$ cat src/rv_isa_pkg.sv
`default_nettype none

package rv_isa_pkg;

  // data word width
  localparam int xlen = 32;

  typedef logic [xlen-1:0] word_t;
  typedef logic [4:0] reg_idx_t;

  // major opcodes, low two bits always 2'b11 for 32-bit encodings
  typedef enum logic [6:0] {
    op_load    = 7'b00_000_11,
    op_store   = 7'b01_000_11,
    op_branch  = 7'b11_000_11,
    op_jalr    = 7'b11_001_11,
    op_jal     = 7'b11_011_11,
    op_reg_imm = 7'b00_100_11,
    op_reg_reg = 7'b01_100_11,
    op_system  = 7'b11_100_11,
    op_auipc   = 7'b00_101_11,
    op_lui     = 7'b01_101_11
  } opcode_e;

  // branch conditions
  localparam logic [2:0] f3_beq  = 3'b000;
  localparam logic [2:0] f3_bne  = 3'b001;
  localparam logic [2:0] f3_blt  = 3'b100;
  localparam logic [2:0] f3_bge  = 3'b101;
  localparam logic [2:0] f3_bltu = 3'b110;
  localparam logic [2:0] f3_bgeu = 3'b111;

  // load and store widths
  localparam logic [2:0] f3_byte   = 3'b000;
  localparam logic [2:0] f3_half   = 3'b001;
  localparam logic [2:0] f3_word   = 3'b010;
  localparam logic [2:0] f3_byte_u = 3'b100;
  localparam logic [2:0] f3_half_u = 3'b101;

  // add, sub and addi share this one
  localparam logic [2:0] f3_add = 3'b000;

  // funct7 of sub; add uses all zeros
  localparam logic [6:0] funct7_sub = 7'b0100000;

endpackage

`default_nettype wire

$ cat src/core_ctrl_pkg.sv
`default_nettype none

package core_ctrl_pkg;

  typedef enum logic {
    alu_add,
    alu_sub
  } alu_op_e;

  // second alu operand
  typedef enum logic {
    src_rs2,
    src_imm
  } alu_src_e;

  // register write-back source
  typedef enum logic [2:0] {
    wb_alu,
    wb_pc4,
    wb_imm,
    wb_pc_imm,
    wb_load
  } wb_sel_e;

  typedef enum logic [2:0] {
    ld_word,
    ld_byte,
    ld_half,
    ld_byte_u,
    ld_half_u
  } load_kind_e;

  // br_always is used for jal
  typedef enum logic [2:0] {
    br_none,
    br_eq,
    br_ne,
    br_lt,
    br_ge,
    br_ltu,
    br_geu,
    br_always
  } br_cond_e;

endpackage

`default_nettype wire

$ cat src/reg_file.sv
`default_nettype none

module reg_file (
  input  wire                  clk,
  input  wire                  rst,
  input  wire                  we,
  input  wire rv_isa_pkg::reg_idx_t rd,
  input  wire rv_isa_pkg::word_t    rd_data,
  input  wire rv_isa_pkg::reg_idx_t rs1,
  output rv_isa_pkg::word_t         rs1_data,
  input  wire rv_isa_pkg::reg_idx_t rs2,
  output rv_isa_pkg::word_t         rs2_data
);

  rv_isa_pkg::word_t regs [32];

  always_ff @(posedge clk or posedge rst) begin
    if (rst) begin
      for (int i = 0; i < 32; i++) begin
        regs[i] <= '0;
      end
    end else if (we && (rd != '0)) begin
      // x0 keeps its reset value
      regs[rd] <= rd_data;
    end
  end

  // combinational read ports, x0 is not special-cased here
  assign rs1_data = regs[rs1];
  assign rs2_data = regs[rs2];

  // x0 reads as zero through reset and every later write
  a_x0_zero: assert property (@(posedge clk) disable iff (rst)
    ((rs1 != '0) || (rs1_data == '0)) && ((rs2 != '0) || (rs2_data == '0)))
    else $error("reg_file: x0 read returned nonzero");

endmodule

`default_nettype wire

$ cat src/inst_decoder.sv
`default_nettype none

module inst_decoder (
  input  wire rv_isa_pkg::word_t     inst,
  output rv_isa_pkg::reg_idx_t       rs1,
  output rv_isa_pkg::reg_idx_t       rs2,
  output rv_isa_pkg::reg_idx_t       rd,
  output rv_isa_pkg::word_t          imm,
  output core_ctrl_pkg::alu_op_e     alu_op,
  output core_ctrl_pkg::alu_src_e    alu_src,
  output core_ctrl_pkg::wb_sel_e     wb_sel,
  output logic                       reg_we,
  output logic                       store,
  output core_ctrl_pkg::load_kind_e  load_kind,
  output core_ctrl_pkg::br_cond_e    br_cond,
  output logic                       jalr,
  output logic                       illegal
);

  rv_isa_pkg::opcode_e opcode;
  logic [2:0]          funct3;
  logic [6:0]          funct7;
  rv_isa_pkg::word_t   imm_i;
  rv_isa_pkg::word_t   imm_s;
  rv_isa_pkg::word_t   imm_b;
  rv_isa_pkg::word_t   imm_j;
  rv_isa_pkg::word_t   imm_u;

  assign opcode = rv_isa_pkg::opcode_e'(inst[6:0]);
  assign rd     = inst[11:7];
  assign funct3 = inst[14:12];
  assign rs1    = inst[19:15];
  assign rs2    = inst[24:20];
  assign funct7 = inst[31:25];

  // sign-extended immediates, one per format
  assign imm_i = {{20{inst[31]}}, inst[31:20]};
  assign imm_s = {{20{inst[31]}}, inst[31:25], inst[11:7]};
  assign imm_b = {{19{inst[31]}}, inst[31], inst[7], inst[30:25], inst[11:8], 1'b0};
  assign imm_j = {{11{inst[31]}}, inst[31], inst[19:12], inst[20], inst[30:21], 1'b0};
  assign imm_u = {inst[31:12], 12'b0};

  always_comb begin
    case (opcode)
      rv_isa_pkg::op_store:                   imm = imm_s;
      rv_isa_pkg::op_branch:                  imm = imm_b;
      rv_isa_pkg::op_jal:                     imm = imm_j;
      rv_isa_pkg::op_lui, rv_isa_pkg::op_auipc: imm = imm_u;
      default:                                imm = imm_i;
    endcase
  end

  always_comb begin
    alu_op    = core_ctrl_pkg::alu_add;
    alu_src   = core_ctrl_pkg::src_rs2;
    wb_sel    = core_ctrl_pkg::wb_alu;
    reg_we    = 1'b0;
    store     = 1'b0;
    load_kind = core_ctrl_pkg::ld_word;
    br_cond   = core_ctrl_pkg::br_none;
    jalr      = 1'b0;
    illegal   = 1'b0;

    case (opcode)
      rv_isa_pkg::op_lui: begin
        reg_we = 1'b1;
        wb_sel = core_ctrl_pkg::wb_imm;
      end
      rv_isa_pkg::op_auipc: begin
        reg_we = 1'b1;
        wb_sel = core_ctrl_pkg::wb_pc_imm;
      end
      rv_isa_pkg::op_jal: begin
        reg_we  = 1'b1;
        wb_sel  = core_ctrl_pkg::wb_pc4;
        br_cond = core_ctrl_pkg::br_always;
      end
      rv_isa_pkg::op_jalr: begin
        reg_we  = 1'b1;
        wb_sel  = core_ctrl_pkg::wb_pc4;
        alu_src = core_ctrl_pkg::src_imm;
        jalr    = 1'b1;
        illegal = (funct3 != '0);
      end
      rv_isa_pkg::op_branch: begin
        case (funct3)
          rv_isa_pkg::f3_beq:  br_cond = core_ctrl_pkg::br_eq;
          rv_isa_pkg::f3_bne:  br_cond = core_ctrl_pkg::br_ne;
          rv_isa_pkg::f3_blt:  br_cond = core_ctrl_pkg::br_lt;
          rv_isa_pkg::f3_bge:  br_cond = core_ctrl_pkg::br_ge;
          rv_isa_pkg::f3_bltu: br_cond = core_ctrl_pkg::br_ltu;
          rv_isa_pkg::f3_bgeu: br_cond = core_ctrl_pkg::br_geu;
          default:             illegal = 1'b1;
        endcase
      end
      rv_isa_pkg::op_load: begin
        reg_we  = 1'b1;
        wb_sel  = core_ctrl_pkg::wb_load;
        alu_src = core_ctrl_pkg::src_imm;
        case (funct3)
          rv_isa_pkg::f3_word:   load_kind = core_ctrl_pkg::ld_word;
          rv_isa_pkg::f3_byte:   load_kind = core_ctrl_pkg::ld_byte;
          rv_isa_pkg::f3_half:   load_kind = core_ctrl_pkg::ld_half;
          rv_isa_pkg::f3_byte_u: load_kind = core_ctrl_pkg::ld_byte_u;
          rv_isa_pkg::f3_half_u: load_kind = core_ctrl_pkg::ld_half_u;
          default:               illegal = 1'b1;
        endcase
      end
      rv_isa_pkg::op_store: begin
        // only sw is supported
        store   = 1'b1;
        alu_src = core_ctrl_pkg::src_imm;
        illegal = (funct3 != rv_isa_pkg::f3_word);
      end
      rv_isa_pkg::op_reg_imm: begin
        reg_we  = 1'b1;
        alu_src = core_ctrl_pkg::src_imm;
        illegal = (funct3 != rv_isa_pkg::f3_add);
      end
      rv_isa_pkg::op_reg_reg: begin
        reg_we = 1'b1;
        if (funct7 == rv_isa_pkg::funct7_sub) begin
          alu_op = core_ctrl_pkg::alu_sub;
        end
        illegal = (funct3 != rv_isa_pkg::f3_add) ||
                  ((funct7 != '0) && (funct7 != rv_isa_pkg::funct7_sub));
      end
      // ecall lands here with every other system encoding
      default: illegal = 1'b1;
    endcase

    // an illegal instruction must not change any state
    if (illegal) begin
      reg_we = 1'b0;
      store  = 1'b0;
    end
  end

  always_comb begin
    a_we_store_excl: assert (!(reg_we && store))
      else $error("inst_decoder: register write and store both set");
  end

endmodule

`default_nettype wire

$ cat src/alu_branch.sv
`default_nettype none

module alu_branch (
  input  wire rv_isa_pkg::word_t        a,
  input  wire rv_isa_pkg::word_t        b,
  input  wire core_ctrl_pkg::alu_op_e   alu_op,
  input  wire rv_isa_pkg::word_t        rs1_data,
  input  wire rv_isa_pkg::word_t        rs2_data,
  input  wire core_ctrl_pkg::br_cond_e  br_cond,
  output rv_isa_pkg::word_t             result,
  output logic                          taken
);

  rv_isa_pkg::word_t b_eff;
  logic              carry_in;
  logic              eq;
  logic              lt_s;
  logic              lt_u;

  // single adder, subtract as a + ~b + 1
  assign carry_in = (alu_op == core_ctrl_pkg::alu_sub);
  assign b_eff    = carry_in ? ~b : b;
  assign result   = a + b_eff + rv_isa_pkg::word_t'(carry_in);

  // branch comparator works on the raw register values
  assign eq   = (rs1_data == rs2_data);
  assign lt_s = ($signed(rs1_data) < $signed(rs2_data));
  assign lt_u = (rs1_data < rs2_data);

  always_comb begin
    case (br_cond)
      core_ctrl_pkg::br_eq:     taken = eq;
      core_ctrl_pkg::br_ne:     taken = !eq;
      core_ctrl_pkg::br_lt:     taken = lt_s;
      core_ctrl_pkg::br_ge:     taken = !lt_s;
      core_ctrl_pkg::br_ltu:    taken = lt_u;
      core_ctrl_pkg::br_geu:    taken = !lt_u;
      core_ctrl_pkg::br_always: taken = 1'b1;
      default:                  taken = 1'b0;
    endcase
  end

endmodule

`default_nettype wire

$ cat src/rv_core.sv
`default_nettype none

module rv_core #(
  parameter rv_isa_pkg::word_t reset_pc = '0
) (
  input  wire                    clk,
  input  wire                    rst,
  output rv_isa_pkg::word_t      pc,
  input  wire rv_isa_pkg::word_t inst,
  output rv_isa_pkg::word_t      dmem_addr,
  output rv_isa_pkg::word_t      dmem_wdata,
  output logic [3:0]             dmem_we,
  input  wire rv_isa_pkg::word_t dmem_rdata,
  output logic                   halt
);

  rv_isa_pkg::reg_idx_t      rs1;
  rv_isa_pkg::reg_idx_t      rs2;
  rv_isa_pkg::reg_idx_t      rd;
  rv_isa_pkg::word_t         imm;
  core_ctrl_pkg::alu_op_e    alu_op;
  core_ctrl_pkg::alu_src_e   alu_src;
  core_ctrl_pkg::wb_sel_e    wb_sel;
  core_ctrl_pkg::load_kind_e load_kind;
  core_ctrl_pkg::br_cond_e   br_cond;
  logic                      reg_we;
  logic                      store;
  logic                      jalr;
  logic                      illegal;
  rv_isa_pkg::word_t         rs1_data;
  rv_isa_pkg::word_t         rs2_data;
  rv_isa_pkg::word_t         alu_b;
  rv_isa_pkg::word_t         alu_result;
  logic                      taken;
  rv_isa_pkg::word_t         pc_plus4;
  rv_isa_pkg::word_t         pc_imm;
  rv_isa_pkg::word_t         pc_next;
  rv_isa_pkg::word_t         load_val;
  rv_isa_pkg::word_t         rd_data;

  inst_decoder decoder_i (
    .inst      (inst),
    .rs1       (rs1),
    .rs2       (rs2),
    .rd        (rd),
    .imm       (imm),
    .alu_op    (alu_op),
    .alu_src   (alu_src),
    .wb_sel    (wb_sel),
    .reg_we    (reg_we),
    .store     (store),
    .load_kind (load_kind),
    .br_cond   (br_cond),
    .jalr      (jalr),
    .illegal   (illegal)
  );

  reg_file rf_i (
    .clk      (clk),
    .rst      (rst),
    .we       (reg_we && !halt),
    .rd       (rd),
    .rd_data  (rd_data),
    .rs1      (rs1),
    .rs1_data (rs1_data),
    .rs2      (rs2),
    .rs2_data (rs2_data)
  );

  assign alu_b = (alu_src == core_ctrl_pkg::src_imm) ? imm : rs2_data;

  alu_branch alu_i (
    .a        (rs1_data),
    .b        (alu_b),
    .alu_op   (alu_op),
    .rs1_data (rs1_data),
    .rs2_data (rs2_data),
    .br_cond  (br_cond),
    .result   (alu_result),
    .taken    (taken)
  );

  assign pc_plus4 = pc + 32'd4;
  assign pc_imm   = pc + imm;

  always_comb begin
    if (jalr) begin
      pc_next = {alu_result[31:1], 1'b0};
    end else if (taken) begin
      pc_next = pc_imm;
    end else begin
      pc_next = pc_plus4;
    end
  end

  // pc stays on the offending instruction once it halts
  always_ff @(posedge clk or posedge rst) begin
    if (rst) begin
      pc   <= reset_pc;
      halt <= 1'b0;
    end else if (!halt) begin
      halt <= illegal;
      if (!illegal) begin
        pc <= pc_next;
      end
    end
  end

  // sub-word loads use the low lanes, address bits 1:0 are ignored
  always_comb begin
    case (load_kind)
      core_ctrl_pkg::ld_byte:   load_val = {{24{dmem_rdata[7]}}, dmem_rdata[7:0]};
      core_ctrl_pkg::ld_half:   load_val = {{16{dmem_rdata[15]}}, dmem_rdata[15:0]};
      core_ctrl_pkg::ld_byte_u: load_val = {24'b0, dmem_rdata[7:0]};
      core_ctrl_pkg::ld_half_u: load_val = {16'b0, dmem_rdata[15:0]};
      default:                  load_val = dmem_rdata;
    endcase
  end

  always_comb begin
    case (wb_sel)
      core_ctrl_pkg::wb_pc4:    rd_data = pc_plus4;
      core_ctrl_pkg::wb_imm:    rd_data = imm;
      core_ctrl_pkg::wb_pc_imm: rd_data = pc_imm;
      core_ctrl_pkg::wb_load:   rd_data = load_val;
      default:                  rd_data = alu_result;
    endcase
  end

  assign dmem_addr  = alu_result;
  assign dmem_wdata = rs2_data;
  assign dmem_we    = (store && !halt) ? 4'b1111 : 4'b0000;

  a_no_store_halted: assert property (@(posedge clk) disable iff (rst)
    halt |-> (dmem_we == '0))
    else $error("rv_core: store issued while halted");

endmodule

`default_nettype wire

$ cat config.mk
export PLATFORM = sky130hd
export DESIGN_NAME = rv_core
export DESIGN_NICKNAME = d
export VERILOG_FILES = /design/src/rv_isa_pkg.sv /design/src/core_ctrl_pkg.sv /design/src/reg_file.sv /design/src/inst_decoder.sv /design/src/alu_branch.sv /design/src/rv_core.sv
export SDC_FILE = /design/constraint.sdc
export NUM_CORES = 2
export LEC_CHECK = 0
export BUFFER_PORTS_ARGS = -buffer_cell sky130_fd_sc_hd__buf_2
export CORE_ASPECT_RATIO = 0.8
export CORE_MARGIN = 3
export CORE_UTILIZATION = 51
export CTS_BUF_LIST = sky130_fd_sc_hd__clkbuf_16
export CTS_CLUSTER_SIZE = 25
export DETAILED_ROUTE_END_ITERATION = 8
export PLACE_DENSITY = 0.67
export SETUP_SLACK_MARGIN = 0.5
export SYNTH_ARGS = -nofsm -noshare
export SYNTH_HDL_FRONTEND = slang
export SYNTH_HIERARCHICAL = 1
export SYNTH_SLANG_ARGS = --single-unit
$ cat constraint.sdc
create_clock -name clk -period 112.3 [get_ports clk]
set_input_delay 22.46 -clock clk [delete_from_list [all_inputs] [get_ports clk]]
set_output_delay 22.46 -clock clk [all_outputs]
set_load 0.02 [all_outputs]
Yosys cells after proc, flatten, opt, wreduce, memory -nomap -nowiden
Index checks and enable logic that the tools add are counted.

word-level totals
  bits in registers = 1057
  input bits = 66
  word-level logic and storage cells = 142

operators by class
  magnitude comparators = 6
  equal/unequal tests = 34
  add/sub/neg operators = 4
  multiplexer cells = 35
  bitwise gates (word level) = 6
  reductions and logical operators = 23

operator list
  operator                                                         number
  1024-bit bitwise mux                                             1
  32-bit binary-select mux with 5-bit select                       2
  32-bit two-way mux                                               9
  32-bit one-hot mux with 4 select lines                           2
  32-bit demux with 5-bit select                                   1
  31-bit one-hot mux with 4 select lines                           1
  32-bit adder                                                     2
  32-bit < comparator                                              2
  32-bit by 1-bit adder with 32-bit output                         1
  32-bit by 3-bit adder with 32-bit output, second input constant  1
  32-bit == test                                                   1
  32-bit inverter                                                  1
  3-bit == test, second input constant                             10
  7-bit by 6-bit == test with 1-bit output, second input constant  4
  3-bit one-hot mux with 4 select lines                            2
  3-bit by 2-bit == test with 1-bit output, second input constant  7
  7-bit == test, second input constant                             3
  6-bit >= comparator, second input constant                       3
  5-bit inverter with 6-bit output                                 3
  3-bit one-hot mux with 6 select lines                            1
  7-bit by 5-bit == test with 1-bit output, second input constant  2
  3-bit by 1-bit == test with 1-bit output, second input constant  4
  1-bit two-way mux                                                11
  7-bit by 2-bit == test with 1-bit output, second input constant  1
  other kinds (23)                                                 33

Depth between registers and ports, before layout
  depth after elaboration = 11
  depth in mapped cells = 26

By module
Netlist, hierarchy kept.

by module, submodules not included
  module        seq. area each (µm²)  times used  cells each  area each (µm²)
  reg_file      25624.6               1           4602        55939.9
  rv_core       825.8                 1           863         6015.8
  alu_branch    0.0                   1           376         2849.0
  inst_decoder  0.0                   1           144         878.3

Worst setup path before layout
Ideal clock, no wire load.

  kind = input-to-output
  start point = input inst[21]
  end point = output dmem_addr[28]
  stages on the path = 20
  arrival time = 26.745 ns
  data required time = 89.840 ns
  slack = 63.095 ns
  cells stage by stage = buf_4 -> buf_2 -> buf_4 -> buf_2 -> buf_2 -> mux2i_1 -> nand2_1 -> a31oi_1 -> nand3_1 -> mux2_2 -> mux2_2 -> fa_1 -> a21o_1 -> a221oi_4 -> a2111oi_2 -> o31ai_2 -> a31oi_2 -> nor4b_2 -> a211oi_2 -> xor2_1

between the ends
  word-level cells in the longest chain between the ends = 9

RTL lines
  item                                                      RTL line          source
  start, declared                                           rv_core.sv:9      input wire rv_isa_pkg::word_t inst,
  5-bit inverter with 6-bit output (implied by the code) *  reg_file.sv:30    assign rs2_data = regs[rs2];
  32-bit binary-select mux with 5-bit select *              reg_file.sv:30
  32-bit two-way mux (implied by the code) * (2 in a row)   reg_file.sv:30
  via dmem_wdata[0]                                         rv_core.sv:11     output rv_isa_pkg::word_t dmem_wdata,
  32-bit two-way mux *                                      rv_core.sv:70     assign alu_b = (alu_src == core_ctrl_pkg::src_imm) ? imm : rs2_data;
  via alu_b[0]                                              rv_core.sv:32     rv_isa_pkg::word_t alu_b;
  32-bit inverter                                           alu_branch.sv:22  assign b_eff = carry_in ? ~b : b;
  32-bit two-way mux *                                      alu_branch.sv:22
  32-bit adder *                                            alu_branch.sv:23  assign result = a + b_eff + rv_isa_pkg::word_t'(carry_in);
  32-bit by 1-bit adder with 32-bit output *                alu_branch.sv:23
  end, declared                                             rv_core.sv:10     output rv_isa_pkg::word_t dmem_addr,

The timed path passes the listed nets; every way through them passes the cells marked *. The select of a mux whose other input is x is not followed.

Final worst setup path
  start point = input inst[16]
  end point = output dmem_addr[28]

between the ends
  word-level cells in the longest chain between the ends = 6

RTL lines
  item                                                    RTL line          source
  5-bit inverter with 6-bit output (implied by the code)  reg_file.sv:29    assign rs1_data = regs[rs1];
  32-bit binary-select mux with 5-bit select              reg_file.sv:29
  32-bit two-way mux (implied by the code) (2 in a row)   reg_file.sv:29
  via rs1_data[17]                                        rv_core.sv:30     rv_isa_pkg::word_t rs1_data;
  32-bit adder                                            alu_branch.sv:23
  32-bit by 1-bit adder with 32-bit output                alu_branch.sv:23

The timed path passes the listed nets, and every way through them passes these cells. The select of a mux whose other input is x is not followed.

==> key figures <==
Hold path
  – Worst hold path depth: 0
  – Hold endpoint: rf_i/regs[1015]
  – Hold Crit Class: register to register
  – Hold Path Origin: rf_i/regs[1015]

Critical path
  – CP Capture Type: output pin
  – R2r setup slk: approximately 110 ns
  – Crit-path max cell delay: 0.76 ns
  – Worst path buffer plus inverter count: 5
  – Worst-path cell chain: buf_8 -> buf_4 -> buf_4 -> buf_4 -> mux2i_1 -> a22o_1 -> nor3_1 -> a31oi_1 -> nand3_1 -> ha_1 -> nand3_1 -> or2_1 -> a2111oi_2 -> o31ai_2 -> a31oi_2 -> nor4b_2 -> a211oi_2 -> xor2_1 -> buf_2
  – Required @ worst endpoint: 89.84 ns
  – R2R depth: 19
  – Reg2reg start: rf_i/regs[959]
  – Worst EP arrival: 29.39 ns
  – Cell mode on critical path: buf_4
  – Kind of critical path: primary input to output pin
  – Critical path peak fanout: 74
  – Top delay family on crit path: buffers and inverters
  – Startpoint Class: primary input
  – Slowest CP cell: buf_4
  – FF-to-FF End: pc[29]

Clocking
  – CTS sink cnt: 1,057
  – Post-CTS Hold Fix Bufs: 0
  – CTS H-Tree Depth: 3
  – Max Buffers Root-to-Sink: 3
  – Clock-pin slew on the worst setup and hold paths: 0.06 ns
  – Root Buffer: clkbuf_16
  – Clk_lat worst skew: roughly 0.75 ns
  – Post-CTS sizing: 0
  – CTS tree: built
  – CTS buffer count: 106
  – Setup Buffers After CTS: 0

Synth
  – Predominant post-synthesis flop cell: dfrtp_1
  – Count of cell types in the netlist: 99
  – Register area share after synthesis: 0.4027
  – Mapped Cells: 5,985
  – Syn nets: 6,147
  – Post-synth ARST share: 1.000
  – Dominant cells by area after synthesis: dfrtp_1, mux2_2, mux2i_1, a21oi_1, a22oi_1
  – EDFF count, synth: 0
  – Yosys top cell by area: dfrtp_1
  – Top-area cell type share of the netlist area: 0.4027
  – YS warnings: 6
  – Post-synthesis cell area: 65,680 um2
  – Synth Register Bits: 1,057
  – Avg Inst Size Synth: 10.97 um2

Final layout
  – Leading cell type in the layout, fill and taps excluded: dfrtp_1
  – Most frequent cells in the layout: dfrtp_1, mux2i_1, mux2_2
  – Share of layout cells above drive strength 1: 0.2621
  – Nets: 5,994
  – Final instance area: 70,410 um2
  – Area Overhead vs Synth: 7.199%

GRT
  – Vias in the first global route: ~50,000
  – GR Overflow Total: 0
  – GRT Resource Usage Total: 0.3385
  – First-pass GRT wire length: ~340 mm
  – Initial antenna violation count: 8
  – Pin count of the biggest net entering global routing: approximately 170

Status
  – Run status: finished, final reports clean

Floorplanning
  – Top Ports: 167
  – Std cell rows: between 100 and 150
  – Die Span Y: 327.0 um
  – Die W: between 400 and 500 um
  – Starting Density: 0.5151
  – Total core area: 127,500 um2
  – Die area: 133,200 um2

Route
  – Vias per inst: 6.714
  – Post-route DRC: 0
  – Met2 Routed Length: 95.71 mm
  – Initial drt markers: 6,513
  – Wl on met1: roughly 100 mm
  – Via count: 51,320
  – First-pass iteration count of the detailed router: 9
  – Top sig layer: met5
  – Final WL: 231.7 mm
  – ANT nets after route: 0
  – Met3 WL: 26.17 mm
  – WL/cell: 30.31 um

Power
  – Pwr per Cell Area: 13.20 nW/um2
  – Clock power share: 0.370
  – Sw Ratio: 0.3331
  – Internal power: 619.8 uW
  – Power share of the combinational group: 0.217
  – Flop pwr share: 0.412
  – Leak: roughly 35 nW
  – P_sw: 309.6 uW
  – IR drop worst, VDD: around 0.012 mV

STA
  – Final Hold Viols: 0
  – Final setup viols: 0
  – Max Clk Rate: approximately 0.019 GHz
  – Layout Skew: approximately 0.034 ns
  – Hold slack: 0.4000 ns
  – Unrepaired setup endpoints after global routing: no
  – Slew Limit Fails: 0
  – Actual slew at the worst max-slew pin: 1.331 ns
  – Headroom to the max-slew limit: 0.1127
  – Final min period: 51.85 ns
  – Setup TNS: 0 ns
  – Final worst-path cycle share: 0.4617

Job
  – Max-cap violation count: 0

Place
  – Placed cell areas: ~67,000 um2
  – DP HPWL: 139.0 mm
  – Routability cong.: 1.006
  – PortBufs: 166
-- synthesized netlist by cell type, drive strengths merged (10+ instances only) --
library cell / instances
a211oi: 18
a21o: 56
a21oi: 323
a221oi: 15
a22o: 132
a22oi: 204
a31oi: 74
and2: 11
and3: 23
buf: 287
clkbuf: 276
dfrtp: 1057
ha: 94
inv: 68
mux2: 1029
mux2i: 1034
nand2: 343
nand2b: 13
nand3: 237
nand3b: 10
nand4: 25
nor2: 142
nor2b: 21
nor3: 85
o211ai: 15
o21ai: 109
o221ai: 20
o22ai: 10
or2: 10
or3: 11
xnor2: 61
xor2: 61
-- worst max path at each step --
| stage | startpoint | end | slack, ns | depth (start not counted) |
|---|---|---|---|---|
| floorplan | rst | rf_i/regs[0] | 61.02 | 1 |
| global placement | inst[16] | dmem_addr[28] | 60.67 | 19 |
| detailed placement | inst[16] | dmem_addr[28] | 60.65 | 19 |
| CTS | inst[16] | dmem_addr[28] | 60.63 | 19 |
| global route | inst[16] | dmem_addr[28] | 60.13 | 19 |
| finish | inst[16] | dmem_addr[28] | 60.45 | 19 |
-- power by group through the flow --
| stage | Sequential [mW] | Combinational [mW] | Clock (mW) |
|---|---|---|---|
| 3_3_place_gp | 0.390 | 0.195 | 0 |
| 2_1_floorplan | 0.391 | 0.119 | 0 |
| 6_report | 0.383 | 0.202 | 0.344 |
| 3_5_place_dp | 0.390 | 0.195 | 0 |
| 5_1_grt | 0.383 | 0.211 | 0.365 |
| 4_1_cts | 0.383 | 0.196 | 0.349 |
-- final cells by class --
class                           instances  area, um2
Antenna cell                            2      5.005
Clock buffer                          106       2653
Clock inverter                         87      615.6
Fill cell                           11020      57090
Inverter                               69      266.5
Multi-Input combinational cell       4296      36270
Sequential cell                      1057      26450
Tap cell                             1725       2158
Timing Repair Buffer                  302       1997
-- through the flow --
step,worst slack [ns],util,std cells,total power [mW]
after CTS,60.63,0.5522,7642,0.9285
final,60.45,0.5522,7644,0.9294
after floorplan,61.02,-,5985,0.5093
after detailed placement,60.65,0.5265,7449,0.5855
after global routing,60.13,0.5522,7643,0.9591
after global placement,60.67,0.5265,7449,0.5848
-- logic make-up (layout without fill, tap and decap cells) --
kind of cell               Yosys count  in the layout  synth area share
DFF                               1057           1057            0.4027
buffers and inverters              632            564           0.04894
xor gates and xnor gates           122            122           0.01627
muxes                             2063           2063            0.3340
adders and majority gates           96             96           0.01852
and+or+nand+nor                    968            968           0.07201
AOI/OAI and AO/OA                 1047           1047            0.1075
other                                0              2                 0
-- routing by layer --
metal / GRT usage / up-vias
met2: 0.4811 / 2798
met1: 0.4932 / 26230
met3: 0.09311 / 557
met4: 0.1185 / 2
met5: 0 / -
li1: - / 21740
-- flip-flops by register name, summed over array words and instances (netlist names) --
name,cells
rf_i/regs,1024
pc,32
halt,1
Power figures use the tool's default switching activity.
